## src/source/sb_pkg.sv

```systemverilog
// Issue scoreboard shared types

package sb_pkg;

    // ============================
    // Basic types
    // ============================

    // Architectural register index
    // x0 is hardwired, never a hazard source
    typedef logic [4:0] reg_addr_t;

    // Cycle count, must hold the divider latency plus the bypass stage
    typedef logic [5:0] latency_t;

    // Functional unit selected by the dispatch stage
    typedef enum logic [1:0] {
        UNIT_NONE = 2'b00,  // bubble
        UNIT_ALU  = 2'b01,  // single cycle, CSR ops go here too
        UNIT_MUL  = 2'b10,  // pipelined multiplier
        UNIT_DIV  = 2'b11   // sequential divider
    } sb_unit_e;

    // ============================
    // Request and hazard bundles
    // ============================

    // Dispatch request, held until accepted
    typedef struct packed {
        sb_unit_e  unit;
        reg_addr_t src0;
        reg_addr_t src1;
        reg_addr_t dest;
    } sb_request_t;

    // Per tracker status
    typedef struct packed {
        logic raw;        // register match with an in-flight destination
        logic collision;  // same write-back cycle as an in-flight op
        logic busy;       // some op still executing
    } sb_hazard_t;

    // ============================
    // Latencies
    // ============================

    // ALU result is ready one cycle after execute
    localparam int ALU_LATENCY = 1;

    // Bypass stage sits between issue and execute
    localparam int BYPASS_CYCLES = 1;

    // Defaults for the top level parameters
    localparam int DEF_MUL_LATENCY = 5;
    localparam int DEF_DIV_LATENCY = 36;

endpackage : sb_pkg

```

## src/source/pipe_unit_tracker.sv

```systemverilog
// Pipelined unit hazard tracker

`timescale 1ns/100ps

module pipe_unit_tracker #(
    parameter int LATENCY = sb_pkg::DEF_MUL_LATENCY
) (
    input  logic                clk_i,
    input  logic                rst_n_i,
    input  logic                flush_i,
    input  logic                stall_i,
    input  logic                load_i,
    input  sb_pkg::sb_request_t req_i,
    input  sb_pkg::latency_t    req_latency_i,
    output sb_pkg::sb_hazard_t  hazard_o
);

    // One bit per pipeline slot
    typedef logic [LATENCY-1:0] slot_vec_t;

    // ============================
    // Slot pointer
    // ============================

    // One-hot, selects the slot the next accepted op lands in
    slot_vec_t slot_ptr;

    always_ff @(posedge clk_i) begin : slot_pointer
        if (!rst_n_i || flush_i) begin
            slot_ptr <= slot_vec_t'(1);
        end else if (load_i) begin
            // Rotate, last slot wraps back to slot 0
            if (slot_ptr[LATENCY-1]) begin
                slot_ptr <= slot_vec_t'(1);
            end else begin
                slot_ptr <= slot_ptr << 1;
            end
        end
    end : slot_pointer

    // ============================
    // Per slot state
    // ============================

    sb_pkg::latency_t  slot_cnt  [LATENCY];
    sb_pkg::reg_addr_t slot_dest [LATENCY];

    slot_vec_t slot_exec;
    slot_vec_t slot_raw;
    slot_vec_t slot_coll;

    for (genvar i = 0; i < LATENCY; i++) begin : g_slot

        // Remaining cycles until this slot writes back
        always_ff @(posedge clk_i) begin : slot_counter
            if (!rst_n_i || flush_i) begin
                slot_cnt[i] <= '0;
            end else if (!stall_i) begin
                if (load_i && slot_ptr[i]) begin
                    slot_cnt[i] <= sb_pkg::latency_t'(LATENCY);
                end else if (slot_cnt[i] != '0) begin
                    slot_cnt[i] <= slot_cnt[i] - 1'b1;
                end
            end
        end : slot_counter

        // Destination captured on accept
        // load_i is already low during a stall
        always_ff @(posedge clk_i) begin : slot_destination
            if (load_i && slot_ptr[i]) begin
                slot_dest[i] <= req_i.dest;
            end
        end : slot_destination

        // Last count means the result is on the bypass path already
        assign slot_exec[i] = (slot_cnt[i] > sb_pkg::latency_t'(1));

        // RAW on sources, WAW on the destination
        assign slot_raw[i] = slot_exec[i] && (slot_dest[i] != '0) &&
                             ((req_i.src0 == slot_dest[i]) ||
                              (req_i.src1 == slot_dest[i]) ||
                              (req_i.dest == slot_dest[i]));

        // Both results would hit the write port in the same cycle
        assign slot_coll[i] = slot_exec[i] && (req_latency_i == slot_cnt[i]);

    end : g_slot

    // ============================
    // Hazard summary
    // ============================

    assign hazard_o = '{
        raw:       |slot_raw,
        collision: |slot_coll,
        busy:      |slot_exec
    };

endmodule : pipe_unit_tracker

```

## src/source/seq_unit_tracker.sv

```systemverilog
// Sequential unit hazard tracker

`timescale 1ns/100ps

module seq_unit_tracker #(
    parameter int LATENCY = sb_pkg::DEF_DIV_LATENCY
) (
    input  logic                clk_i,
    input  logic                rst_n_i,
    input  logic                flush_i,
    input  logic                stall_i,
    input  logic                load_i,
    input  sb_pkg::sb_request_t req_i,
    input  sb_pkg::latency_t    req_latency_i,
    output sb_pkg::sb_hazard_t  hazard_o
);

    // ============================
    // Unit state
    // ============================

    // Only one op at a time in a non pipelined unit
    sb_pkg::latency_t  cnt;
    sb_pkg::reg_addr_t dest;
    logic              executing;

    // Cycles left until write-back, frozen by stall
    always_ff @(posedge clk_i) begin : latency_counter
        if (!rst_n_i || flush_i) begin
            cnt <= '0;
        end else if (!stall_i) begin
            if (load_i) begin
                cnt <= sb_pkg::latency_t'(LATENCY);
            end else if (cnt != '0) begin
                cnt <= cnt - 1'b1;
            end
        end
    end : latency_counter

    // Destination of the op in flight
    always_ff @(posedge clk_i) begin : destination
        if (load_i) begin
            dest <= req_i.dest;
        end
    end : destination

    assign executing = (cnt > sb_pkg::latency_t'(1));

    // ============================
    // Hazard summary
    // ============================

    // busy doubles as the structural hazard for a second DIV
    assign hazard_o.raw = executing && (dest != '0) &&
                          ((req_i.src0 == dest) ||
                           (req_i.src1 == dest) ||
                           (req_i.dest == dest));
    assign hazard_o.collision = executing && (req_latency_i == cnt);
    assign hazard_o.busy      = executing;

endmodule : seq_unit_tracker

```

## src/source/issue_control.sv

```systemverilog
// Issue decision logic

`timescale 1ns/100ps

module issue_control #(
    parameter int MUL_LATENCY = sb_pkg::DEF_MUL_LATENCY,
    parameter int DIV_LATENCY = sb_pkg::DEF_DIV_LATENCY
) (
    input  logic                stall_i,
    input  sb_pkg::sb_request_t req_i,
    input  sb_pkg::sb_hazard_t  mul_hazard_i,
    input  sb_pkg::sb_hazard_t  div_hazard_i,
    output sb_pkg::latency_t    req_latency_o,
    output logic                mul_load_o,
    output logic                div_load_o,
    output logic                issue_o,
    output logic                pipeline_empty_o
);

    // ============================
    // Requested latency
    // ============================

    // Every unit sees one extra cycle for the bypass stage
    localparam sb_pkg::latency_t ALU_REQ_LAT =
        sb_pkg::latency_t'(sb_pkg::ALU_LATENCY + sb_pkg::BYPASS_CYCLES);
    localparam sb_pkg::latency_t MUL_REQ_LAT =
        sb_pkg::latency_t'(MUL_LATENCY + sb_pkg::BYPASS_CYCLES);
    localparam sb_pkg::latency_t DIV_REQ_LAT =
        sb_pkg::latency_t'(DIV_LATENCY + sb_pkg::BYPASS_CYCLES);

    always_comb begin : latency_lookup
        case (req_i.unit)
            sb_pkg::UNIT_ALU: req_latency_o = ALU_REQ_LAT;
            sb_pkg::UNIT_MUL: req_latency_o = MUL_REQ_LAT;
            sb_pkg::UNIT_DIV: req_latency_o = DIV_REQ_LAT;
            // Bubble, all ones never matches a live counter
            default:          req_latency_o = '1;
        endcase
    end : latency_lookup

    // ============================
    // Issue
    // ============================

    logic raw_hazard;
    logic collision;
    logic structural;

    assign raw_hazard = mul_hazard_i.raw | div_hazard_i.raw;
    assign collision  = mul_hazard_i.collision | div_hazard_i.collision;
    // Divider takes one op at a time
    assign structural = (req_i.unit == sb_pkg::UNIT_DIV) & div_hazard_i.busy;

    assign issue_o = !(raw_hazard | collision | structural);

    // Request accepted at the next edge
    assign mul_load_o = (req_i.unit == sb_pkg::UNIT_MUL) & issue_o & !stall_i;
    assign div_load_o = (req_i.unit == sb_pkg::UNIT_DIV) & issue_o & !stall_i;

    assign pipeline_empty_o = !(mul_hazard_i.busy | div_hazard_i.busy);

endmodule : issue_control

```

## src/source/scoreboard_top.sv

```systemverilog
// Issue scoreboard top level

`timescale 1ns/100ps

module scoreboard_top #(
    parameter int MUL_LATENCY = sb_pkg::DEF_MUL_LATENCY,
    parameter int DIV_LATENCY = sb_pkg::DEF_DIV_LATENCY
) (
    input  logic                clk_i,
    input  logic                rst_n_i,
    input  logic                flush_i,
    input  logic                stall_i,
    input  sb_pkg::sb_request_t req_i,
    output logic                issue_o,
    output logic                pipeline_empty_o
);

    // ============================
    // Internal wiring
    // ============================

    sb_pkg::sb_hazard_t mul_hazard;
    sb_pkg::sb_hazard_t div_hazard;
    sb_pkg::latency_t   req_latency;
    logic               mul_load;
    logic               div_load;

    // Multiplier, one slot per pipeline stage
    pipe_unit_tracker #(
        .LATENCY        (MUL_LATENCY)
    ) u_mul (
        .clk_i          (clk_i),
        .rst_n_i        (rst_n_i),
        .flush_i        (flush_i),
        .stall_i        (stall_i),
        .load_i         (mul_load),
        .req_i          (req_i),
        .req_latency_i  (req_latency),
        .hazard_o       (mul_hazard)
    );

    // Divider, single op in flight
    seq_unit_tracker #(
        .LATENCY        (DIV_LATENCY)
    ) u_div (
        .clk_i          (clk_i),
        .rst_n_i        (rst_n_i),
        .flush_i        (flush_i),
        .stall_i        (stall_i),
        .load_i         (div_load),
        .req_i          (req_i),
        .req_latency_i  (req_latency),
        .hazard_o       (div_hazard)
    );

    // Combines tracker status into the issue decision
    issue_control #(
        .MUL_LATENCY      (MUL_LATENCY),
        .DIV_LATENCY      (DIV_LATENCY)
    ) u_issue (
        .stall_i          (stall_i),
        .req_i            (req_i),
        .mul_hazard_i     (mul_hazard),
        .div_hazard_i     (div_hazard),
        .req_latency_o    (req_latency),
        .mul_load_o       (mul_load),
        .div_load_o       (div_load),
        .issue_o          (issue_o),
        .pipeline_empty_o (pipeline_empty_o)
    );

endmodule : scoreboard_top

```

## config.mk

```make
export PLATFORM = sky130hd
export DESIGN_NAME = scoreboard_top
export DESIGN_NICKNAME = d
export VERILOG_FILES = /design/src/source/sb_pkg.sv /design/src/source/pipe_unit_tracker.sv /design/src/source/seq_unit_tracker.sv /design/src/source/issue_control.sv /design/src/source/scoreboard_top.sv
export SDC_FILE = /design/constraint.sdc
export NUM_CORES = 1
export LEC_CHECK = 0
export BUFFER_PORTS_ARGS = -buffer_cell sky130_fd_sc_hd__clkbuf_2
export CAP_MARGIN = 5
export CORE_ASPECT_RATIO = 1.25
export CORE_UTILIZATION = 54
export DETAILED_ROUTE_END_ITERATION = 8
export HOLD_SLACK_MARGIN = 0.12
export PLACE_DENSITY = 0.73
export SLEW_MARGIN = 20
export SYNTH_ARGS = -nofsm -noshare
export SYNTH_HDL_FRONTEND = slang
export SYNTH_SLANG_ARGS = --single-unit
export TNS_END_PERCENT = 5
```

## constraint.sdc

```tcl
create_clock -name clk_i -period 4.07 [get_ports clk_i]
set_input_delay 0.6105 -clock clk_i [delete_from_list [all_inputs] [get_ports clk_i]]
set_output_delay 0.6105 -clock clk_i [all_outputs]
set_load 0.005 [all_outputs]
```

# Word level (Yosys, flattened, before mapping)
# Memory sizes are Yosys's and may differ from the RTL's.
# Cells that the tools add are included.
# word_totals
reg_bits,16
ram_bits,55
output_inout_bits,2
wordCells,188
mem_count,2
# op_classes
add_sub_neg,6
n_lt_le_gt_ge,6
n_eq_ne,27
muxes,66
bitwise,21
n_reduce_logical,57
# mem_list
name,words,word_bits,rd,rd_clocked_by_memory_dff,wr,line_no,source
u_mul.slot_cnt,5,6,5,0,5,pipe_unit_tracker.sv:45,sb_pkg::latency_t slot_cnt [LATENCY];
u_mul.slot_dest,5,5,5,0,5,pipe_unit_tracker.sv:46,sb_pkg::reg_addr_t slot_dest [LATENCY];
# ops
operator,count
5-bit equality test,18
6-bit 2-to-1 mux,12
1-bit 2-to-1 mux,52
6-bit equality test,6
"6-bit by 1-bit > comparator with 1-bit output, second input constant",6
6-bit nonzero test,6
"6-bit by 1-bit subtractor with 6-bit output, second input constant",6
5-bit nonzero test,6
1-bit logical AND,23
6-bit one-hot mux with 3 select lines,1
1-bit bitwise OR,15
5-bit OR reduction,3
1-bit logical OR,13
1-bit bitwise AND,5
5-bit 2-to-1 mux,1
"2-bit equality test, second input constant",2
1-bit logical NOT,4
"2-bit by 1-bit equality test with 1-bit output, second input constant",1
2-bit AND reduction,1
2-bit nonzero test,1
1-bit NOT,1

# Logic depth before layout (Yosys ltp)
# depth
ltp_word,18
depth_mapped,11
ltp_nobuf,9

# Hierarchy
# From an unflattened synthesis, not the netlist that was laid out.
# hier_totals
hier_cells,509
area_unflattened_um2,4918.5
# by_module_without_submodules
mod,instances,cells_each,area_each_um2,seq_area_each_um2
pipe_unit_tracker,1,413,4051.4,1751.7
seq_unit_tracker,1,79,738.2,270.3
issue_control,1,17,128.9,0.0

# Worst setup path before layout
# Ideal clock, no wire load.
# synth_path
path_kind,input port to flip-flop
startpoint,in req_i[15] in the netlist's numbering
endpoint,mem u_mul.slot_dest[0][0] in the netlist's numbering (enable)
setup_ns,0.315
t_arrival_ns,2.799
required_ns,3.755
slack_ns,0.956
cell_stages,11
path_buffers,2
cell_sequence,inv_1 -> ha_1 -> clkbuf_1 -> and3b_1 -> o32a_1 -> a32oi_1 -> and4_1 -> o2111ai_2 -> nor3_4 -> buf_4 -> and2_1
# synth_rtl
element,line_no,source
"start, declared",scoreboard_top.sv:13,"input sb_pkg::sb_request_t req_i,"
"end, declared",pipe_unit_tracker.sv:46,

==> summary.md <==
| Metric | Value |
|---|---|
| Outcome | `complete, no violations` |
| H-tree lvl count | `3` |
| Top post-synthesis cells by area | `edfxtp_1 36%, xnor2_1 16%, xor2_1 5.4%` |
| Via density per instance | `5.85` |
| Critical Path Sink Type | `output port` |
| Most frequent cell after synthesis | `xnor2_1` |
| Syn_area_per_cell | `9.99 µm²` |
| Worst Hold Depth | `2` |
| DRT antenna net count | `0` |
| Compound-gate portion of the synthesized area | `11.2%` |
| Hold Path Class | `reg -> reg` |
| Synth Area in Simple Gates | `17.4%` |
| Synth Instances | `499` |
| Post-synth EDFFs | `60` |
| Reg2reg path depth | `7` |
| First-pass GRT wire length | `17.9 mm` |
| Min Tclk post-route | `3.42 ns` |
| Via Count | `3684` |
| Die H | `109 µm` |
| Core area | `8800 µm²` |
| Initial antenna violation count | `0` |
| Nets | `543` |
| Placed Area | `5150 µm²` |
| Setup Skew | `0.00837 ns` |
| Post-DR wirelength/cell | `17.3 µm` |
| Synth cell types | `42` |
| Critical path cell sequence | `nor4_1, o21ai_0, a32oi_1, and4_1, o2111ai_2, nor3b_1, clkbuf_2` |
| Post-route total power | `0.00211 W` |
| Number of global-route vias before repair | `3686` |
| Max Freq | `293 MHz` |
| Synth Area in Adders | `4.27%` |
| CP max FO | `5` |
| Final instance area | `5420 µm²` |
| DIE AREA | `9620 µm²` |
| Max Cap Viol | `0` |
| Reg-to-reg startpoint | `u_mul.slot_cnt[4][2]` |
| Global route overflow | `0` |
| Gr usage total | `24.8%` |
| Routability-driven placement congestion ratio | `0.852` |
| Yosys Warn Count | `0` |
| CTS tree | `done` |
| Fin Setup TNS | `0 ns` |
| Initial Utilization | `56.7%` |
| Power Dens Cells | `390 nW/µm²` |
| Ant diodes | `0` |
| WS Path Type | `reg -> out` |
| Post-synth top cells | `93 x xnor2_1, 60 x edfxtp_1, 31 x xor2_1, 28 x nor3_1, 27 x nor2_1` |
| CTS Buffer Depth | `2` |
| WHS Endpoint | `u_div.cnt[1]` |
| Xor/xnor cell area share of the yosys netlist | `21.8%` |
| Min-delay src | `u_div.cnt[1]` |
| Drt total wl | `10.9 mm` |
| CTS root buffer | `clkbuf_8` |
| Critical Path Start Type | `flip-flop` |
| Worst Tran Pin Value | `0.803 ns` |
| Max VDD drop | `0.000380 V` |
| Reg2reg end | `u_mul.slot_cnt[1][0]` |
| Pleak | `1.83 nW` |
| Flop and latch count out of synthesis | `71` |
| Finished Layout Cells | `630` |
| Largest family of logic cells by synthesized area | `XOR/XNOR gates` |
| Row count | `38` |
| RSZ-0062 raised after global routing | `no` |
| # setup viols final | `0` |
| Worst path max stage delay | `0.49 ns` |
| Mux contribution to synthesized area | `1.00%` |
| Pre-antenna DRT Iters | `4` |
| Width of the die | `87.9 µm` |
| CP max stage cell | `edfxtp_1` |
| Syn Std Cell Area | `4980 µm²` |
| I/O Pins | `23` |
| Share of layout cells above drive strength 1 | `9.41%` |
| Critical path arrival | `2.81 ns` |
| Clk sinks | `71` |
| Sequential share of the synthesized area | `40.6%` |
| Clock-pin transition on the worst setup and hold timing paths | `0.07 ns` |
| Port buffer count | `22` |
| Ys flop type | `edfxtp_1` |
| Top cell type by total area after synthesis | `edfxtp_1` |
| Final Cycle Share | `84.0%` |
| Hold buffer count at cts | `0` |
| DR iter-0 viols | `176` |
| # DRC | `0` |
| Syn-to-layout area delta | `8.66%` |
| Worst skew pair latency | `0.36 ns` |
| Top cell type's share of synthesized area | `36.2%` |
| Worst R2R Setup Slack | `0.83 ns` |
| Total CTS buffers | `9` |
| Placed instance count | `614` |
| Syn_nets | `537` |
| Post-CTS Resized | `0` |
| Critical path buffers and inverters | `1` |
| Final core occ | `61.6%` |
| Post-CTS Setup Repair Bufs | `0` |
| Fin. max-slew vios | `0` |
| Largest net degree at the start of global routing | `23` |
| Crit-path leading delay family | `simple AND/OR/NAND/NOR gates` |
| Required time of the critical path | `3.46 ns` |
| HPWL after DPL | `8.11 mm` |
| Fraction of registers with async set or reset after synthesis | `0%` |
| Slew headroom | `46.2%` |
| Fin. Hold Viols | `0` |
placed cells by master (no fill, tap or decap), types with 7 or more instances in the layout:
cell type / instances
a211oi_1: 26
a32o_1: 10
clkbuf_2: 22
clkbuf_8: 9
dfxtp_1: 11
edfxtp_1: 60
ha_1: 17
inv_1: 14
nand2_1: 25
nand2b_1: 9
nand3_1: 25
nand3b_1: 7
nor2_1: 27
nor3_1: 28
o21ai_0: 7
o22ai_1: 7
or3_1: 12
or4_1: 7
xnor2_1: 93
xor2_1: 31
flip-flops by register name, indices dropped and copies added (netlist names):
name,cells
u_div.cnt,6
u_mul.slot_cnt,30
u_mul.slot_ptr,5
u_div.dest,5
u_mul.slot_dest,25
cells by family after synthesis:
family	count (synthesis)
buffers and inverters	47
DFF	71
muxes	5
adders and majority gates	17
AOI/OAI and AO/OA	73
and+or+nand+nor	162
xor gates and xnor gates	124
area by class of cell:
| class | count | area [µm²] |
|---|---|---|
| Clock buffer | 10 | 128 |
| Clock inverter | 6 | 133 |
| Fill cell | 709 | 3380 |
| Inverter | 14 | 52.6 |
| Multi-Input combinational cell | 381 | 2780 |
| Sequential cell | 71 | 2020 |
| Tap cell | 120 | 150 |
| Timing Repair Buffer | 28 | 155 |
per-stage QoR:
step | setup slack, ns | hold slack [ns]
floorplan | 0.956 | 0.491
global placement | 0.638 | 0.514
detailed placement | 0.553 | 0.543
CTS | 0.638 | 0.554
global route | 0.474 | 0.588
finish | 0.653 | 0.549
report_power, final:
group	internal (W)	switching [W]
sequential	0.000843	0.0000668
combinational	0.000211	0.000269
clock	0.000468	0.000252
total	0.00152	0.000587
per-layer routing:
metal  global-route usage, %  wire length (µm)  vias to the layer above
met3                    4.35               439                       22
met2                    44.4              5700                       86
li1                        -                 -                     1808
met5                       0                 0                        -
met4                    13.3               268                        0
met1                    27.8              4520                     1768
worst max path at each step:
stage	start	to	slack [ns]	depth (start not counted)
2_1_floorplan	req_i[15]	u_mul.slot_dest[0][0]	0.96	11
3_3_place_gp	req_i[15]	u_mul.slot_cnt[1][3]	0.64	10
3_5_place_dp	req_i[15]	u_mul.slot_cnt[1][5]	0.55	10
4_1_cts	u_mul.slot_cnt[4][2]	issue_o	0.64	7
5_1_grt	u_mul.slot_cnt[3][3]	issue_o	0.47	7
6_report	u_mul.slot_cnt[4][2]	issue_o	0.65	7
worst register-to-register path: stages (launching register included):
cell	delay, ns
edfxtp_1	0.49
nor4_1	0.45
o21ai_0	0.33
a32oi_1	0.25
and4_1	0.24
o2111ai_2	0.19
nor3_4	0.60
a211o_1	0.37
Note: power is estimated with default switching activity, not from simulation.
